==> config.mk <==
export PLATFORM = sky130hd
export DESIGN_NAME = trace_top
export DESIGN_NICKNAME = d
export VERILOG_FILES = /design/src/common/trace_isa_pkg.sv /design/src/common/trace_rec_pkg.sv /design/src/trace/trace_insn_capture.sv /design/src/trace/trace_mem_capture.sv /design/src/trace/trace_retire_reg.sv /design/src/verilog/trace_top.sv
export SDC_FILE = /design/constraint.sdc
export NUM_CORES = 1
export LEC_CHECK = 0
export ABC_AREA = 1
export BUFFER_PORTS_ARGS = -buffer_cell sky130_fd_sc_hd__clkbuf_2
export CAP_MARGIN = 20
export CORE_AREA = 2 2 266 268
export DETAILED_ROUTE_END_ITERATION = 10
export DIE_AREA = 0 0 268 270
export GPL_TIMING_DRIVEN = 0
export PLACE_DENSITY = 0.56
export SYNTH_ARGS = -nofsm -noshare
export SYNTH_HDL_FRONTEND = slang
export SYNTH_SLANG_ARGS = --single-unit
==> constraint.sdc <==
create_clock -name clk -period 2.1 [get_ports clk]
set_input_delay 0.315 -clock clk [delete_from_list [all_inputs] [get_ports clk]]
set_output_delay 0.315 -clock clk [all_outputs]
set_load 0.01 [all_outputs]
==> src/common/trace_isa_pkg.sv <==
// Retirement trace ISA definitions
// Widths fixed by RV32, the load/store access size encoding,
// the per-byte mask type and the two readings of a record
// instruction word.

`default_nettype none

package trace_isa_pkg;

  // Register and address width
  localparam int unsigned XLEN       = 32;
  // Register index width
  localparam int unsigned REG_ADDR_W = 5;
  // Compressed instruction width
  localparam int unsigned CINSN_W    = 16;
  // Retirement counter width
  localparam int unsigned ORDER_W    = 64;

  // Access size of a load or store
  typedef enum logic [1:0] {
    MEM_WORD = 2'b00,
    MEM_HALF = 2'b01,
    MEM_BYTE = 2'b10,
    MEM_NONE = 2'b11
  } mem_size_e;

  // One enable per byte of a word
  typedef logic [XLEN/8-1:0] byte_mask_t;

  // Compressed half with its zero pad above it
  typedef struct packed {
    logic [XLEN-CINSN_W-1:0] pad;
    logic [CINSN_W-1:0]      half;
  } insn_half_t;

  // Record instruction word, full or compressed
  typedef union packed {
    logic [XLEN-1:0] full;
    insn_half_t      c;
  } insn_word_u;

endpackage

`default_nettype wire

==> src/common/trace_rec_pkg.sv <==
// Retirement trace records
// Events seen from the decode stage and the load/store unit,
// the per-stage capture outputs and the retirement record
// presented at the top level.

`default_nettype none

package trace_rec_pkg;

  // Decode-stage event
  typedef struct packed {
    logic                                 instr_new;
    logic                                 retire;
    logic                                 is_compressed;
    logic [trace_isa_pkg::XLEN-1:0]       insn;
    logic [trace_isa_pkg::CINSN_W-1:0]    insn_c;
    logic [trace_isa_pkg::REG_ADDR_W-1:0] rs1_addr;
    logic [trace_isa_pkg::XLEN-1:0]       rs1_rdata;
    logic [trace_isa_pkg::REG_ADDR_W-1:0] rs2_addr;
    logic [trace_isa_pkg::XLEN-1:0]       rs2_rdata;
    logic [trace_isa_pkg::REG_ADDR_W-1:0] rd_addr;
    logic [trace_isa_pkg::XLEN-1:0]       rd_wdata;
    logic                                 rd_we;
    logic [trace_isa_pkg::XLEN-1:0]       pc;
  } id_evt_t;

  // Load/store event
  typedef struct packed {
    logic                           data_valid;
    logic                           we;
    trace_isa_pkg::mem_size_e       size;
    logic [trace_isa_pkg::XLEN-1:0] addr;
    logic [trace_isa_pkg::XLEN-1:0] rdata;
    logic [trace_isa_pkg::XLEN-1:0] wdata;
    logic                           load_err;
    logic                           store_err;
  } lsu_evt_t;

  // Instruction capture output
  typedef struct packed {
    trace_isa_pkg::insn_word_u            insn;
    logic [trace_isa_pkg::XLEN-1:0]       insn_uncompressed;
    logic [trace_isa_pkg::REG_ADDR_W-1:0] rs1_addr;
    logic [trace_isa_pkg::XLEN-1:0]       rs1_rdata;
    logic [trace_isa_pkg::REG_ADDR_W-1:0] rs2_addr;
    logic [trace_isa_pkg::XLEN-1:0]       rs2_rdata;
    logic [trace_isa_pkg::REG_ADDR_W-1:0] rd_addr;
    logic [trace_isa_pkg::XLEN-1:0]       rd_wdata;
    logic [trace_isa_pkg::XLEN-1:0]       pc;
  } insn_trace_t;

  // Memory capture output
  typedef struct packed {
    logic [trace_isa_pkg::XLEN-1:0] addr;
    trace_isa_pkg::byte_mask_t      rmask;
    trace_isa_pkg::byte_mask_t      wmask;
    logic [trace_isa_pkg::XLEN-1:0] rdata;
    logic [trace_isa_pkg::XLEN-1:0] wdata;
  } mem_trace_t;

  // One retirement record
  typedef struct packed {
    logic                              valid;
    logic [trace_isa_pkg::ORDER_W-1:0] order;
    logic                              trap;
    logic                              intr;
    insn_trace_t                       insn;
    mem_trace_t                        mem;
  } retire_rec_t;

endpackage

`default_nettype wire

==> src/trace/trace_insn_capture.sv <==
// Instruction capture stage
// Keeps the open-instruction flag, holds source operands from
// instr_new and the destination write for the open instruction,
// and builds the record instruction word.

`timescale 1ns/100ps
`default_nettype none

module trace_insn_capture (
  input  logic                        clk,
  input  logic                        rst_ni,
  input  trace_rec_pkg::id_evt_t      id_evt_i,
  output logic                        insn_open_o,
  output trace_rec_pkg::insn_trace_t  insn_o
);

  // Operand and destination holding state
  typedef struct packed {
    logic [trace_isa_pkg::REG_ADDR_W-1:0] rs1_addr;
    logic [trace_isa_pkg::XLEN-1:0]       rs1_rdata;
    logic [trace_isa_pkg::REG_ADDR_W-1:0] rs2_addr;
    logic [trace_isa_pkg::XLEN-1:0]       rs2_rdata;
    logic [trace_isa_pkg::REG_ADDR_W-1:0] rd_addr;
    logic [trace_isa_pkg::XLEN-1:0]       rd_wdata;
  } opnd_hold_t;

  logic                      open_d;
  logic                      open_q;
  opnd_hold_t                hold_d;
  opnd_hold_t                hold_q;
  trace_isa_pkg::insn_word_u insn_word;

  //////////////////////////////////////////////////////////////////////
  // Open-instruction flag
  //////////////////////////////////////////////////////////////////////

  // High from instr_new through the retire cycle
  assign open_d = id_evt_i.instr_new | open_q;

  always_ff @(posedge clk or negedge rst_ni) begin
    if (!rst_ni) begin
      open_q <= 1'b0;
    end else if (id_evt_i.retire) begin
      open_q <= 1'b0;
    end else begin
      open_q <= open_d;
    end
  end

  //////////////////////////////////////////////////////////////////////
  // Operand and destination hold
  //////////////////////////////////////////////////////////////////////

  always_comb begin
    hold_d = hold_q;
    // Sources sampled once per instruction
    if (id_evt_i.instr_new) begin
      hold_d.rs1_addr  = id_evt_i.rs1_addr;
      hold_d.rs1_rdata = id_evt_i.rs1_rdata;
      hold_d.rs2_addr  = id_evt_i.rs2_addr;
      hold_d.rs2_rdata = id_evt_i.rs2_rdata;
    end
    // Destination follows the write port while open
    if (open_d) begin
      if (!id_evt_i.rd_we) begin
        hold_d.rd_addr  = '0;
        hold_d.rd_wdata = '0;
      end else begin
        hold_d.rd_addr  = id_evt_i.rd_addr;
        // x0 never holds a value
        if (id_evt_i.rd_addr == '0) begin
          hold_d.rd_wdata = '0;
        end else begin
          hold_d.rd_wdata = id_evt_i.rd_wdata;
        end
      end
    end
  end

  always_ff @(posedge clk or negedge rst_ni) begin
    if (!rst_ni) begin
      hold_q <= '0;
    end else begin
      hold_q <= hold_d;
    end
  end

  // Compressed half is zero-extended into the record word
  always_comb begin
    if (id_evt_i.is_compressed) begin
      insn_word.c.pad  = '0;
      insn_word.c.half = id_evt_i.insn_c;
    end else begin
      insn_word.full = id_evt_i.insn;
    end
  end

  always_comb begin
    insn_o.insn              = insn_word;
    insn_o.insn_uncompressed = id_evt_i.insn;
    insn_o.rs1_addr          = hold_d.rs1_addr;
    insn_o.rs1_rdata         = hold_d.rs1_rdata;
    insn_o.rs2_addr          = hold_d.rs2_addr;
    insn_o.rs2_rdata         = hold_d.rs2_rdata;
    insn_o.rd_addr           = hold_d.rd_addr;
    insn_o.rd_wdata          = hold_d.rd_wdata;
    insn_o.pc                = id_evt_i.pc;
  end

  assign insn_open_o = open_d;

endmodule

`default_nettype wire

==> src/trace/trace_mem_capture.sv <==
// Memory capture stage
// Holds the load/store access of the open instruction and
// derives the read and write byte masks from its size.

`timescale 1ns/100ps
`default_nettype none

module trace_mem_capture (
  input  logic                       clk,
  input  logic                       rst_ni,
  input  trace_rec_pkg::lsu_evt_t    lsu_evt_i,
  input  logic                       insn_open_i,
  output trace_rec_pkg::mem_trace_t  mem_o
);

  // Access fields kept per instruction
  typedef struct packed {
    logic                           we;
    trace_isa_pkg::mem_size_e       size;
    logic [trace_isa_pkg::XLEN-1:0] addr;
    logic [trace_isa_pkg::XLEN-1:0] rdata;
    logic [trace_isa_pkg::XLEN-1:0] wdata;
  } acc_hold_t;

  acc_hold_t                 hold_d;
  acc_hold_t                 hold_q;
  trace_isa_pkg::byte_mask_t mask;

  // Take the access only when it belongs to an open instruction
  always_comb begin
    if (insn_open_i && lsu_evt_i.data_valid) begin
      hold_d.we    = lsu_evt_i.we;
      hold_d.size  = lsu_evt_i.size;
      hold_d.addr  = lsu_evt_i.addr;
      hold_d.rdata = lsu_evt_i.rdata;
      hold_d.wdata = lsu_evt_i.wdata;
    end else begin
      hold_d = hold_q;
    end
  end

  always_ff @(posedge clk or negedge rst_ni) begin
    if (!rst_ni) begin
      hold_q <= '0;
    end else begin
      hold_q <= hold_d;
    end
  end

  // Byte enables by access size
  always_comb begin
    case (hold_d.size)
      trace_isa_pkg::MEM_WORD: mask = 4'b1111;
      trace_isa_pkg::MEM_HALF: mask = 4'b0011;
      trace_isa_pkg::MEM_BYTE: mask = 4'b0001;
      default:                 mask = 4'b0000;
    endcase
  end

  always_comb begin
    mem_o.addr  = hold_d.addr;
    mem_o.rmask = mask;
    mem_o.wmask = hold_d.we ? mask : '0;
    mem_o.rdata = hold_d.rdata;
    mem_o.wdata = hold_d.wdata;
  end

endmodule

`default_nettype wire

==> src/trace/trace_retire_reg.sv <==
// Retirement record register
// Registers the captured instruction and memory views every
// cycle, flags a valid record the cycle after retire and keeps
// the running retirement order.

`timescale 1ns/100ps
`default_nettype none

module trace_retire_reg (
  input  logic                        clk,
  input  logic                        rst_ni,
  input  logic                        retire_i,
  input  logic                        err_i,
  input  logic                        irq_ack_i,
  input  trace_rec_pkg::insn_trace_t  insn_i,
  input  trace_rec_pkg::mem_trace_t   mem_i,
  output trace_rec_pkg::retire_rec_t  rec_o
);

  trace_rec_pkg::retire_rec_t        rec_q;
  logic [trace_isa_pkg::ORDER_W-1:0] order_inc;

  // Order advances once per presented record
  assign order_inc = {{(trace_isa_pkg::ORDER_W-1){1'b0}}, rec_q.valid};

  //////////////////////////////////////////////////////////////////////
  // Record register
  //////////////////////////////////////////////////////////////////////

  always_ff @(posedge clk or negedge rst_ni) begin
    if (!rst_ni) begin
      rec_q <= '0;
    end else begin
      rec_q.valid <= retire_i;
      rec_q.order <= rec_q.order + order_inc;
      // Trap and intr track their sources regardless of valid
      rec_q.trap  <= err_i;
      rec_q.intr  <= irq_ack_i;
      rec_q.insn  <= insn_i;
      rec_q.mem   <= mem_i;
    end
  end

  assign rec_o = rec_q;

endmodule

`default_nettype wire

==> src/verilog/trace_top.sv <==
// Retirement trace port
// Watches decode and load/store events of an in-order core and
// presents one registered record per retired instruction.

`timescale 1ns/100ps
`default_nettype none

module trace_top (
  input  logic                        clk,
  input  logic                        rst_ni,
  input  trace_rec_pkg::id_evt_t      id_evt_i,
  input  trace_rec_pkg::lsu_evt_t     lsu_evt_i,
  input  logic                        irq_ack_i,
  output trace_rec_pkg::retire_rec_t  rec_o
);

  logic                       insn_open;
  logic                       lsu_err;
  trace_rec_pkg::insn_trace_t insn_trace;
  trace_rec_pkg::mem_trace_t  mem_trace;

  // Either access fault marks the record as a trap
  assign lsu_err = lsu_evt_i.load_err | lsu_evt_i.store_err;

  trace_insn_capture u_insn_capture (
    .clk         (clk),
    .rst_ni      (rst_ni),
    .id_evt_i    (id_evt_i),
    .insn_open_o (insn_open),
    .insn_o      (insn_trace)
  );

  trace_mem_capture u_mem_capture (
    .clk         (clk),
    .rst_ni      (rst_ni),
    .lsu_evt_i   (lsu_evt_i),
    .insn_open_i (insn_open),
    .mem_o       (mem_trace)
  );

  trace_retire_reg u_retire_reg (
    .clk       (clk),
    .rst_ni    (rst_ni),
    .retire_i  (id_evt_i.retire),
    .err_i     (lsu_err),
    .irq_ack_i (irq_ack_i),
    .insn_i    (insn_trace),
    .mem_i     (mem_trace),
    .rec_o     (rec_o)
  );

endmodule

`default_nettype wire

; ---- Word-level counts from Yosys, hierarchy flattened
; Index checks and enable logic that the tools add are counted.
[word_totals]
out_inout_bits = 378
word_cells = 36
register_bits = 382
inputBits = 300
[classes]
addsub = 1
reduce_logical = 3
bitwise = 2
n_eq_ne = 2
mux = 7
[op_table]
columns = operator, count
row1 = two-way mux 99 bit, 1
row2 = adder 64 x 1 -> 64 bit, 1
row3 = two-way mux 32 bit, 2
row4 = two-way mux 37 bit, 1
row5 = case mux 4 bit (3 select lines), 1
row6 = zero test 5 bit, 1
row7 = two-way mux 4 bit, 1
row8 = "equality test 2 x 1 -> 1 bit, second input constant", 1
row9 = "equality test 2 bit, second input constant", 1
row10 = zero test 2 bit, 1
row11 = bitwise OR 1 bit, 2
row12 = logical AND 1 bit, 1
row13 = two-way mux 1 bit, 1

; ---- Depth between registers and ports, before layout
[logic_depth]
depth_word = 6
mapped_depth = 11
mapped_depth_nobuf = 11

; ---- By module
; From an unflattened synthesis, not the netlist that was laid out.
[unflattened]
cells_unflattened = 2032
area_unflattened_um2 = 21739.6
[by_module_without_submodules]
columns = mod, n_inst, cells_per_inst, area_per_inst_um2, seq_area_each_um2
row1 = trace_retire_reg, 1, 828, 11598.6, 9459.1
row2 = trace_insn_capture, 1, 662, 5390.2, 2802.7
row3 = trace_mem_capture, 1, 539, 4739.5, 2477.4
row4 = trace_top, 1, 3, 11.3, 0.0

; ---- Worst setup path after synthesis
; Ideal clock, no wire load.
[synth_timing]
path_type = register to register
from = register u_retire_reg.rec_q (netlist bit u_retire_reg.rec_o[313])
to = register u_retire_reg.rec_q (netlist bit u_retire_reg.rec_o[351])
t_required_ns = 1.977
setup_time_ns = 0.123
arrival_time_ns = 1.540
n_path_buf = 0
setup_slack_ns = 0.437
path_stages_with_launch = 10
period_less_slack_ns = 1.663
path_cell_list = dfrtp_1 -> ha_1 -> ha_1 -> nand2_1 -> nor2_4 -> nand2_1 -> nor2_4 -> nand2_1 -> o21ai_0 -> nand2_1
[synth_between]
elab_chain_cells = 1
[synth_rtl]
columns = item, line_no
row1 = "start, declared", trace_retire_reg.sv:20  ; trace_rec_pkg::retire_rec_t rec_q;
row2 = adder 64 x 1 -> 64 bit, trace_retire_reg.sv:35  ; rec_q.order <= rec_q.order + order_inc;
; Every way passes these cells.
; A chain may end at the register's enable or synchronous reset.

; ---- Final worst setup path
[layout_timing]
from = register u_retire_reg.rec_q (netlist bit u_retire_reg.rec_o[377])
to = register u_retire_reg.rec_q (netlist bit u_retire_reg.rec_o[371])
; Same word-level chain as after synthesis.

==> flow_summary.toml <==
[layout]
fillCellCount = 6847
area_growth_pct = 58.8
drive_above_1_share = 0.418
final_cell_mix = "clkbuf_2, dfrtp_1, dlygate4sd3_1"
final_common_cell = "clkbuf_2"
nNetsFinal = 2632

[placement]
io_buffer_count = 676
gp_congestion = 0.923
dpl.hpwl_mm = 41.3
post-place-ws_ns = 0.0786

[power]
p_per_area_mw_per_mm2 = 814
leakage_nw = 11.8
ir_drop_mv = 0.623

[drt]
drc = 0
avgRoutedWirePerCell_um = 16.6
drt_first_iter_violations = 434
drtPass1Iterations = 5
postRouteAntennaNets = 0
route.vias.total = 13300
drt-total-wl_mm = 54.7
routed_via_density = 4.03

[timing]
finalMaxSlewViolations = 0
setup_tns_ns = 0
fin_crit_sh = 0.910
rsz0062_at_grt = "yes"
setup_slack_ns = 0.188
final.setup_skew_ns = 0.0153
final-hold-violation-count = 0
finalSetupViolations = 0
tightest_slew_ns = 0.934
min_period_ns = 1.91
slew-limit-headroom = 0.377
clock.fmax_mhz = 523

[critical_path]
arrival_ns = 2.36
required_ns = 2.55
crit_type = "flip-flop to flip-flop"
cp-end-kind = "flip-flop"
critPathLaunchType = "flip-flop"
crit_fanout = 6

[job]
cap_violations = 0

[synthesis]
synth_cells = 1320
netlist_area_mm2 = 0.0153
ys_ff_latch = 380
async_flop_share = 1.00
synth_nets = 1622
synth_flop_cell = "dfrtp_1"
synth_cell_type_count = 28
postSynthAreaPerCell_um2 = 11.6
yosysWarnings = 0
yosysSeqAreaShare = 0.620
synth_edf_count = 0

[die]
die_h_um = 270
initial_core_util = 0.221
die_area_mm2 = 0.0724
std_cell_rows = 97
ios = 678
core_area_mm2 = 0.0695
die_x_um = 268

[global_routing]
grt_overflow = 0
grt.total_usage = 0.149
grt_pass1_wl_mm = 83.6
grt_max_degree = 112
antenna_found_initial = 5
grt_pass1_vias = 14500

[clock_tree]
numCtsBuffers = 44
h-tree-depth = 2
cts.clk_slew.worst_paths_ns = 0.06
cts.sinks = 380
cts_buffer_depth = 3
clk_latency_ns = 0.57
cts_tree = "built"
root_buffer = "clkbuf_16"

[hold_path]
hold_class = "primary input to flip-flop"

[outcome]
outcome = "complete, no violations"
flip-flops by register name (all words and copies together) (netlist names):
register and cells:
u_retire_reg.rec_o 344, u_mem_capture.hold_q 35, u_insn_capture.open_q 1
worst paths after layout:
check | startpoint | endpoint | slack [ns] | cells after the start
hold reg to reg | u_retire_reg.rec_o[154] | u_retire_reg.rec_o[154] | 0.48 | 2
setup reg to reg | u_retire_reg.rec_o[377] | u_retire_reg.rec_o[371] | 0.19 | 9
setup / recovery | u_retire_reg.rec_o[377] | u_retire_reg.rec_o[371] | 0.19 | 9
min in group asynchronous | rst_ni | u_retire_reg.rec_o[211] | 0.34 | 2
hold / removal | lsu_evt_i[100] | u_mem_capture.hold_q[98] | 0.05 | 3
max in group asynchronous | rst_ni | u_retire_reg.rec_o[179] | 0.23 | 4
routing by layer:
metal | routed length [µm] | vias up | track usage
met3 | 3750 | 161 | 0.0398
met2 | 27100 | 509 | 0.257
met4 | 2810 | 2 | 0.0773
met5 | 17 | - | 0
met1 | 21100 | 6455 | 0.169
li1 | - | 6199 | -
power by group:
part / switching [W] / internal [W] / total, W
logic: 0.00162 / 0.00179 / 0.00340
clock network: 0.00314 / 0.00488 / 0.00802
registers: 0.000408 / 0.00800 / 0.00841
synthesized netlist by cell type, types with 11 or more instances:
library cell / number / area, µm²
inv_1: 64 / 240
nor2_1: 135 / 507
mux2_1: 90 / 1010
xnor2_1: 20 / 175
buf_2: 13 / 65.1
buf_4: 100 / 751
clkbuf_1: 12 / 45.0
dfrtp_1: 380 / 9510
o21ai_1: 12 / 60.1
mux2_2: 96 / 1080
nand2_1: 254 / 953
xor2_1: 11 / 96.3
nand3_1: 48 / 240
o21ai_0: 41 / 205
critical path, stage by stage, from the launching register on:
cell     delay [ns]
dfrtp_1        0.37
ha_1           0.18
ha_1           0.18
nand2_1        0.09
nor2_4         0.21
nand3_1        0.19
inv_1          0.09
nand2_1        0.17
o21ai_0        0.24
nand2_1        0.07
stage by stage:
stage	cells	hold WS [ns]	cell area [µm²]	power (W)	utilization
after CTS	3299	0.00128	24300	0.0201	0.350
after detailed placement	2939	0.414	20000	0.0115	0.288
after floorplan	1320	0.0194	15300	0.00990	-
after global routing	3303	0.0302	24400	0.0208	0.350
final	3304	0.0492	24400	0.0198	0.350
after global placement	2936	0.423	19900	0.0114	0.286
what timing repair did:
action | in CTS | in global routing
hold endpoints to repair | 374 | 0
buffers inserted | 0 | 2
hold buffers | 283 | 0
setup endpoints to repair | 0 | 62
gates resized for setup | 0 | 2
cell families (layout without fill, tap and decap cells):
logic type / count (synthesis) / after routing / share of synthesized area
other cells: 0 / 3 / 0
simple gates: 466 / 466 / 0.124
flops: 380 / 380 / 0.620
fa+ha+maj: 2 / 2 / 0.00163
buf+inv: 200 / 1241 / 0.0821
xor+xnor: 31 / 31 / 0.0177
mux: 186 / 186 / 0.136
compound gates: 55 / 55 / 0.0182
final cells by class:
type                            count  area (µm²)  area share
Clock inverter                     16         224     0.00919
Buffer                            135        1020      0.0417
Tap cell                          940        1180      0.0483
Inverter                           65         244      0.0100
Timing Repair Buffer              964        6320       0.259
Antenna cell                        3        7.51    0.000308
Multi-Input combinational cell    740        4580       0.188
Sequential cell                   380        9510       0.390
Clock buffer                       61        1290      0.0528
(Power assumes the default switching activity.)
